**src/rtl/a2card_pkg.sv**
```systemverilog
// Apple II card core
// Shared widths, types and constants

`default_nettype none

package a2card_pkg;

    typedef logic [7:0] byte_t;           // Apple bus data
    typedef logic [9:0] level_t;          // Unsigned audio level
    typedef logic signed [15:0] sample_t; // GLU output and final mix
    typedef logic [7:0] color_t;
    typedef logic [9:0] coord_t;

    typedef struct packed {
        color_t r;
        color_t g;
        color_t b;
    } rgb_t;

    // One peripheral's bus response
    typedef struct packed {
        logic  rd_en;
        byte_t data;
        logic  irq_n; // Tied high when the card has no interrupt
    } slot_resp_t;

    typedef struct packed {
        logic    speaker;
        level_t  sprite;
        level_t  mb_l;
        level_t  mb_r;
        sample_t glu_l;
        sample_t glu_r;
    } audio_src_t;

    // LED order, MSB first
    typedef struct packed {
        logic text;
        logic shrg;
        logic hires;
        logic ramwrt;
        logic store80;
    } mode_flags_t;

    // Read sources, lower index wins
    localparam int SRC_SERIAL  = 0;
    localparam int SRC_SPRITE  = 1;
    localparam int SRC_MOCKING = 2;
    localparam int SRC_DISK    = 3;
    localparam int SRC_CARDROM = 4;
    localparam int NUM_SRC     = 5;

    // Only these cards can raise an interrupt
    localparam logic [NUM_SRC-1:0] IRQ_SRC_MASK =
        NUM_SRC'((1 << SRC_SERIAL) | (1 << SRC_SPRITE) | (1 << SRC_MOCKING));

    localparam int DEBOUNCE_CYCLES_DEF = 540_000; // 10 ms at 54 MHz

    localparam int SPEAKER_SHIFT = 12; // Speaker sits at the top of 13 bits
    localparam int LEVEL_SHIFT   = 3;
    localparam int DIM_SHIFT     = 1;

endpackage

`default_nettype wire

```
**src/rtl/a2card_core.sv**
```systemverilog
// Apple II card glue core

`timescale 1ns/1ps
`default_nettype none

module a2card_core #(
    parameter int DEBOUNCE_CYCLES = a2card_pkg::DEBOUNCE_CYCLES_DEF
) (
    input  logic                                              clk_logic_w,
    input  logic                                              rst_n_i,

    // Slot bus
    input  a2card_pkg::slot_resp_t [a2card_pkg::NUM_SRC-1:0] resp_i,
    input  a2card_pkg::byte_t                                 bus_data_i,

    input  a2card_pkg::audio_src_t                            audio_src_i,

    // Video
    input  a2card_pkg::rgb_t                                  pixel_i,
    input  a2card_pkg::coord_t                                y_i,
    input  logic                                              dim_en_i,

    // Front panel
    input  logic                                              button_i,
    input  a2card_pkg::mode_flags_t                           mode_i,

    output logic                                              data_out_en_o,
    output a2card_pkg::byte_t                                 data_out_o,
    output logic                                              irq_n_o,
    output a2card_pkg::sample_t                               audio_l_o,
    output a2card_pkg::sample_t                               audio_r_o,
    output a2card_pkg::rgb_t                                  pixel_o,
    output logic                                              overlay_en_o,
    output logic [4:0]                                        led_o
);

    bus_response u_bus_response (
        .clk_logic_w   (clk_logic_w),
        .rst_n_i       (rst_n_i),
        .resp_i        (resp_i),
        .bus_data_i    (bus_data_i),
        .data_out_en_o (data_out_en_o),
        .data_out_o    (data_out_o),
        .irq_n_o       (irq_n_o)
    );

    audio_mixer u_audio_mixer (
        .clk_logic_w (clk_logic_w),
        .rst_n_i     (rst_n_i),
        .src_i       (audio_src_i),
        .audio_l_o   (audio_l_o),
        .audio_r_o   (audio_r_o)
    );

    scanline_dimmer u_scanline_dimmer (
        .clk_logic_w (clk_logic_w),
        .rst_n_i     (rst_n_i),
        .pixel_i     (pixel_i),
        .y_i         (y_i),
        .dim_en_i    (dim_en_i),
        .pixel_o     (pixel_o)
    );

    panel_control #(
        .DEBOUNCE_CYCLES (DEBOUNCE_CYCLES)
    ) u_panel_control (
        .clk_logic_w  (clk_logic_w),
        .rst_n_i      (rst_n_i),
        .button_i     (button_i),
        .mode_i       (mode_i),
        .overlay_en_o (overlay_en_o),
        .led_o        (led_o)
    );

endmodule

`default_nettype wire

```
**src/rtl/audio_mixer.sv**
```systemverilog
// Audio source mixer

`timescale 1ns/1ps
`default_nettype none

module audio_mixer (
    input  logic                   clk_logic_w,
    input  logic                   rst_n_i,
    input  a2card_pkg::audio_src_t src_i,
    output a2card_pkg::sample_t    audio_l_o,
    output a2card_pkg::sample_t    audio_r_o
);

    // Unsigned sources widened to 13 bits
    logic [a2card_pkg::SPEAKER_SHIFT:0] speaker_ext;
    logic [a2card_pkg::SPEAKER_SHIFT:0] sprite_ext;
    logic [a2card_pkg::SPEAKER_SHIFT:0] mb_l_ext;
    logic [a2card_pkg::SPEAKER_SHIFT:0] mb_r_ext;

    logic [15:0] mix_l;
    logic [15:0] mix_r;

    assign speaker_ext = {src_i.speaker, {a2card_pkg::SPEAKER_SHIFT{1'b0}}};
    assign sprite_ext  = {src_i.sprite, {a2card_pkg::LEVEL_SHIFT{1'b0}}};
    assign mb_l_ext    = {src_i.mb_l, {a2card_pkg::LEVEL_SHIFT{1'b0}}};
    assign mb_r_ext    = {src_i.mb_r, {a2card_pkg::LEVEL_SHIFT{1'b0}}};

    // Modulo 2^16, no clipping
    assign mix_l = src_i.glu_l + 16'(sprite_ext) + 16'(mb_l_ext) + 16'(speaker_ext);
    assign mix_r = src_i.glu_r + 16'(sprite_ext) + 16'(mb_r_ext) + 16'(speaker_ext);

    always_ff @(posedge clk_logic_w or negedge rst_n_i) begin
        if (!rst_n_i) begin
            audio_l_o <= '0;
            audio_r_o <= '0;
        end else begin
            audio_l_o <= a2card_pkg::sample_t'(mix_l);
            audio_r_o <= a2card_pkg::sample_t'(mix_r);
        end
    end

endmodule

`default_nettype wire

```
**src/rtl/bus_response.sv**
```systemverilog
// Slot read response and interrupt merge

`timescale 1ns/1ps
`default_nettype none

module bus_response (
    input  logic                                              clk_logic_w,
    input  logic                                              rst_n_i,
    input  a2card_pkg::slot_resp_t [a2card_pkg::NUM_SRC-1:0] resp_i,
    input  a2card_pkg::byte_t                                 bus_data_i,
    output logic                                              data_out_en_o,
    output a2card_pkg::byte_t                                 data_out_o,
    output logic                                              irq_n_o
);

    logic              sel_en;
    a2card_pkg::byte_t sel_data;
    logic              irq_all_n;

    // Walk from lowest priority up so the lowest index is applied last
    always_comb begin
        sel_en    = 1'b0;
        sel_data  = bus_data_i; // Pass-through when nobody reads
        irq_all_n = 1'b1;
        for (int i = a2card_pkg::NUM_SRC - 1; i >= 0; i--) begin
            if (resp_i[i].rd_en) begin
                sel_en   = 1'b1;
                sel_data = resp_i[i].data;
            end
            if (a2card_pkg::IRQ_SRC_MASK[i] && !resp_i[i].irq_n) begin
                irq_all_n = 1'b0; // Wired-AND of active-low lines
            end
        end
    end

    always_ff @(posedge clk_logic_w or negedge rst_n_i) begin
        if (!rst_n_i) begin
            data_out_en_o <= 1'b0;
            irq_n_o       <= 1'b1;
        end else begin
            data_out_en_o <= sel_en;
            irq_n_o       <= irq_all_n;
        end
    end

    always_ff @(posedge clk_logic_w) begin
        data_out_o <= sel_data;
    end

endmodule

`default_nettype wire

```
**src/rtl/panel_control.sv**
```systemverilog
// Front panel button and mode LEDs

`timescale 1ns/1ps
`default_nettype none

module panel_control #(
    parameter int DEBOUNCE_CYCLES = a2card_pkg::DEBOUNCE_CYCLES_DEF
) (
    input  logic                    clk_logic_w,
    input  logic                    rst_n_i,
    input  logic                    button_i,
    input  a2card_pkg::mode_flags_t mode_i,
    output logic                    overlay_en_o,
    output logic [4:0]              led_o
);

    typedef logic [$clog2(DEBOUNCE_CYCLES + 1)-1:0] cnt_t;

    logic [1:0] btn_sync; // Two-flop synchroniser, [1] is the stable copy
    logic       btn_db;   // Debounced level
    cnt_t       db_cnt;

    always_ff @(posedge clk_logic_w or negedge rst_n_i) begin
        if (!rst_n_i) begin
            btn_sync <= 2'b00;
        end else begin
            btn_sync <= {btn_sync[0], button_i};
        end
    end

    // Level only follows after DEBOUNCE_CYCLES differing cycles in a row
    always_ff @(posedge clk_logic_w or negedge rst_n_i) begin
        if (!rst_n_i) begin
            btn_db       <= 1'b0;
            db_cnt       <= '0;
            overlay_en_o <= 1'b0;
        end else if (btn_sync[1] != btn_db) begin
            if (db_cnt == cnt_t'(DEBOUNCE_CYCLES - 1)) begin
                btn_db <= btn_sync[1];
                db_cnt <= '0;
                if (btn_sync[1]) begin
                    overlay_en_o <= ~overlay_en_o; // Press edge
                end
            end else begin
                db_cnt <= db_cnt + 1'b1;
            end
        end else begin
            db_cnt <= '0; // Bounce restarts the count
        end
    end

    // LEDs are active low
    always_ff @(posedge clk_logic_w or negedge rst_n_i) begin
        if (!rst_n_i) led_o <= '1;
        else          led_o <= ~mode_i;
    end

endmodule

`default_nettype wire

```
**src/rtl/scanline_dimmer.sv**
```systemverilog
// Scanline dimming

`timescale 1ns/1ps
`default_nettype none

module scanline_dimmer (
    input  logic               clk_logic_w,
    input  logic               rst_n_i,
    input  a2card_pkg::rgb_t   pixel_i,
    input  a2card_pkg::coord_t y_i,
    input  logic               dim_en_i,
    output a2card_pkg::rgb_t   pixel_o
);

    logic             dim_line;
    a2card_pkg::rgb_t pixel_d;

    function automatic a2card_pkg::color_t dim_channel(input a2card_pkg::color_t c,
                                                       input logic dim);
        return dim ? (c >> a2card_pkg::DIM_SHIFT) : c;
    endfunction

    assign dim_line = dim_en_i & y_i[0]; // Odd lines only

    always_comb begin
        pixel_d.r = dim_channel(pixel_i.r, dim_line);
        pixel_d.g = dim_channel(pixel_i.g, dim_line);
        pixel_d.b = dim_channel(pixel_i.b, dim_line);
    end

    always_ff @(posedge clk_logic_w or negedge rst_n_i) begin
        if (!rst_n_i) pixel_o <= '0;
        else          pixel_o <= pixel_d;
    end

endmodule

`default_nettype wire

```
**config.mk**
```make
export PLATFORM = sky130hd
export DESIGN_NAME = a2card_core
export DESIGN_NICKNAME = d
export VERILOG_FILES = /design/src/rtl/a2card_pkg.sv /design/src/rtl/a2card_core.sv /design/src/rtl/audio_mixer.sv /design/src/rtl/bus_response.sv /design/src/rtl/panel_control.sv /design/src/rtl/scanline_dimmer.sv
export SDC_FILE = /design/constraint.sdc
export NUM_CORES = 1
export LEC_CHECK = 0
export ABC_AREA = 0
export BUFFER_PORTS_ARGS = -buffer_cell sky130_fd_sc_hd__buf_2
export CAP_MARGIN = 40
export CORE_ASPECT_RATIO = 1.2
export CORE_UTILIZATION = 48
export DETAILED_ROUTE_END_ITERATION = 10
export GPL_ROUTABILITY_DRIVEN = 0
export GPL_TIMING_DRIVEN = 1
export MAX_ROUTING_LAYER = met4
export PLACE_DENSITY_LB_ADDON = 0.05
export SYNTH_ARGS = -nofsm -noshare
export SYNTH_HDL_FRONTEND = slang
export SYNTH_SLANG_ARGS = --single-unit
```
**constraint.sdc**
```tcl
create_clock -name clk_logic_w -period 1.89 [get_ports clk_logic_w]
set_input_delay 0.2835 -clock clk_logic_w [delete_from_list [all_inputs] [get_ports clk_logic_w]]
set_output_delay 0.2835 -clock clk_logic_w [all_outputs]
set_load 0.02 [all_outputs]
```
==> results.py <==
metrics = {
    "synthesis": {
        "synth_seq_cells": 95,
        "ys_warn_count": 0,
        "syn_area_per_cell_um2": 11.0,
        "yosysMostFrequentCell": "dfrtp_1",
        "syn_area_um2": 5280,
        "synth_edf_count": 0,
        "synth_top_cell_by_area": "dfrtp_1",
        "seq_area_frac_synth_pct": 44.4,
        "ys_types": 47,
        "syn-num-nets": 708,
        "synth_area_leaders": "dfrtp_1 38%, ha_1 9.3%, fa_1 9.1%",
        "ys_top_cells_by_count": "81 x dfrtp_1, 79 x inv_1, 39 x ha_1",
        "syn_inst": 481,
        "synth_top_area_share_pct": 38.4,
        "ys.flop_type": "dfrtp_1",
        "async_flop_share_pct": 91.6,
    },
    "layout": {
        "diodes": 0,
        "final_cells": 887,
        "fill_cells": 800,
        "syn_to_final_growth_pct": 47.1,
        "nNetsFinal": 980,
        "drive_gt1_share_pct": 51.1,
    },
    "sta": {
        "rsz0062_at_grt": "yes",
        "worst_slew_pin_slew_ns": 0.495,
        "fin_crit_ns": 2.27,
        "slew-limit-headroom_pct": 66.9,
        "slew_violations": 0,
        "min_period_over_period_pct": 120,
        "fin_ws_ns": -0.378,
        "skew_ns": 0.00575,
        "setup_viol": 15,
        "fin_setup_tns_ns": -4.21,
        "timing.fmax_mhz": 441,
        "hold_violations": 0,
    },
    "power": {
        "worst_ir_drop_vdd_mv": 0.649,
        "pwr-share-clk_pct": 25.9,
        "internal_power_mw": 4.73,
        "power_density_nw_per_um2": 911,
        "leakagePower_nw": 3.97,
        "seqPwrFrac_pct": 34.5,
        "total_power_mw": 7.07,
        "power_switching_share_pct": 33.1,
        "combPwrFrac_pct": 39.5,
        "switching_power_mw": 2.34,
    },
    "floorplanning": {
        "die-area_um2": 11400,
        "initial_core_util_pct": 49.7,
        "core_area_um2": 10600,
        "die_h_um": 117,
        "num_rows": 41,
        "dieWidth_um": 97.7,
        "io_pins": 236,
    },
    "global_routing": {
        "grt_pass1_wl_um": 20300,
        "track_usage_pct": 23.4,
        "first_global_vias": 4377,
        "antenna_found_initial": 0,
        "gr-total-overflow": 0,
        "grt_max_degree": 47,
    },
    "setup_path": {
        "path_class": "in -> reg",
        "arrival_ns": 2.50,
        "path_cells": "buf_8 -> inv_4 -> buf_6 -> fa_1 -> inv_2 -> ha_4 -> ha_4 -> a21o_1 -> a211oi_4 -> nand2b_1 -> a31oi_1 -> xnor2_1",
        "start_kind": "primary input",
        "endpoint_kind": "flip-flop",
        "critical-path-max-stage-delay_ns": 0.50,
        "r2r_slack_ns": 0.08,
        "required_ns": 2.13,
        "crit_path_frequent_cell": "ha_4",
        "slowest_stage": "fa_1",
        "crit_fanout": 2,
    },
    "clock_network": {
        "cts_buffer_depth": 2,
        "htreeDepth": 3,
        "cts_buffers": 9,
        "insertion_delay_ns": 0.33,
        "clkSinkCount": 95,
        "root_buffer": "clkbuf_16",
        "path_clk_slew_ns": 0.07,
        "cts_tree": "yes",
    },
    "worst_hold_path": {
        "hold_class": "in -> reg",
    },
    "placement": {
        "placed_cells": 860,
        "port_buffers": 224,
        "dpl.hpwl_um": 9850,
    },
    "drt": {
        "vias": 4360,
        "route.detailed.drc": 32,
        "drt_first_iter_violations": 179,
        "wire_per_inst_um": 14.5,
        "finalWirelength_um": 12800,
        "viasPerCell": 4.92,
        "dr.pass1.iters": 7,
        "drtAntennaViolNets": 0,
    },
    "run_status": {
        "violations": "DRC, setup timing",
        "status": "finished with violations",
    },
    "run": {
        "maxCapViolations": 0,
    },
}
-- stage by stage --
step                      utilization, %  instance area (µm²)  worst slack, ns  hold slack [ns]
after floorplan                        -                 5500           -0.554          -0.0121
after global placement              66.0                 7010           -0.834            0.227
after detailed placement            66.0                 7010           -0.913            0.231
after CTS                           71.2                 7560           -0.400           0.0333
after global routing                73.1                 7760           -0.529           0.0366
final                               73.1                 7760           -0.378           0.0471
-- layer usage --
layer	wire length [µm]	up-vias	track usage, %
li1	-	2125	-
met1	5360	2086	28.3
met2	6780	140	41.6
met3	603	9	4.33
met4	95	0	4.55
met5	0	-	-
-- critical path: cells and delay by family --
| kind | cells | cell delay (ns) |
|---|---|---|
| XOR/XNOR | 1 | 0.18 |
| adder cells (fa/ha/maj) | 3 | 0.98 |
| AO/OA/AOI/OAI | 3 | 0.66 |
| AND/OR/NAND/NOR | 1 | 0.13 |
| buffers and inverters | 4 | 0.25 |
-- cells by family (layout without fill, tap and decap cells) --
family | count (synthesis) | after routing | share of synthesized area (%)
compound gates | 54 | 54 | 6.14
fa+ha+maj | 63 | 63 | 18.4
xor+xnor | 38 | 38 | 6.31
simple gates | 104 | 104 | 10.1
flops | 95 | 95 | 44.4
buf+inv | 88 | 365 | 6.74
mux | 39 | 39 | 7.95
-- power groups by stage --
| stage | clock (mW) | combinational, mW | sequential [mW] |
|---|---|---|---|
| floorplan | 0 | 1.09 | 2.87 |
| global placement | 0 | 2.43 | 2.48 |
| detailed placement | 0 | 2.50 | 2.47 |
| CTS | 1.88 | 2.69 | 2.44 |
| global route | 1.98 | 3.06 | 2.47 |
| finish | 1.83 | 2.80 | 2.44 |
-- layout by cell type, fill, tap and decap left out, types with 14 or more instances in the layout --
| cell type | n |
|---|---|
| mux2_2 | 23 |
| xnor2_1 | 25 |
| inv_1 | 58 |
| fa_1 | 22 |
| inv_2 | 14 |
| ha_1 | 17 |
| dfrtp_1 | 81 |
| nor2_1 | 27 |
| nand2_1 | 23 |
| mux2i_1 | 16 |
| buf_4 | 40 |
| buf_2 | 211 |
| ha_4 | 21 |
-- sequential cells by signal, indices dropped and copies added, names as in the netlist --
signal / flops
u_scanline_dimmer.pixel_o: 24
u_panel_control.db_cnt: 20
u_audio_mixer.audio_l_o: 16
u_audio_mixer.audio_r_o: 16
u_bus_response.data_out_o: 8
u_panel_control.led_o: 5
u_panel_control.btn_sync: 2
u_bus_response.data_out_en_o: 1
u_bus_response.irq_n_o: 1
u_panel_control.btn_db: 1
u_panel_control.overlay_en_o: 1
-- worst paths after layout --
kind,from,end,cells after the start
worst min-delay path,mode_i[2],u_panel_control.led_o[2]$_DFF_PN1_,2
worst max register to register,u_panel_control.db_cnt[14]$_DFF_PN0_,u_panel_control.db_cnt[8]$_DFF_PN0_,6
worst min register to register,u_panel_control.btn_sync[0]$_DFF_PN0_,u_panel_control.btn_sync[1]$_DFF_PN0_,0
max in group asynchronous,rst_n_i,u_panel_control.led_o[4]$_DFF_PN1_,3
worst max-delay path,audio_src_i[55],u_audio_mixer.audio_r_o[14]$_DFF_PN0_,12
min in group asynchronous,rst_n_i,u_panel_control.db_cnt[8]$_DFF_PN0_,2
-- final cells by class --
cell class | instances | area (µm²) | share of cell area [%]
Multi-Input combinational cell | 298 | 3010 | 38.7
Sequential cell | 95 | 2340 | 30.2
Timing Repair Buffer | 269 | 1600 | 20.6
Inverter | 80 | 343 | 4.42
Clock buffer | 11 | 243 | 3.13
Tap cell | 129 | 161 | 2.08
Clock inverter | 5 | 63.8 | 0.822
-- timing repair --
action | CTS | global route
hold buffers | 1 | 0
pin swaps | 41 | 34
buffers inserted | 4 | 7
gates cloned | 0 | 1
endpoints found under the setup margin | 14 | 34
hold endpoints to repair | 22 | 0
gates resized for setup | 45 | 28
Note: power is estimated with default switching activity, not from simulation.
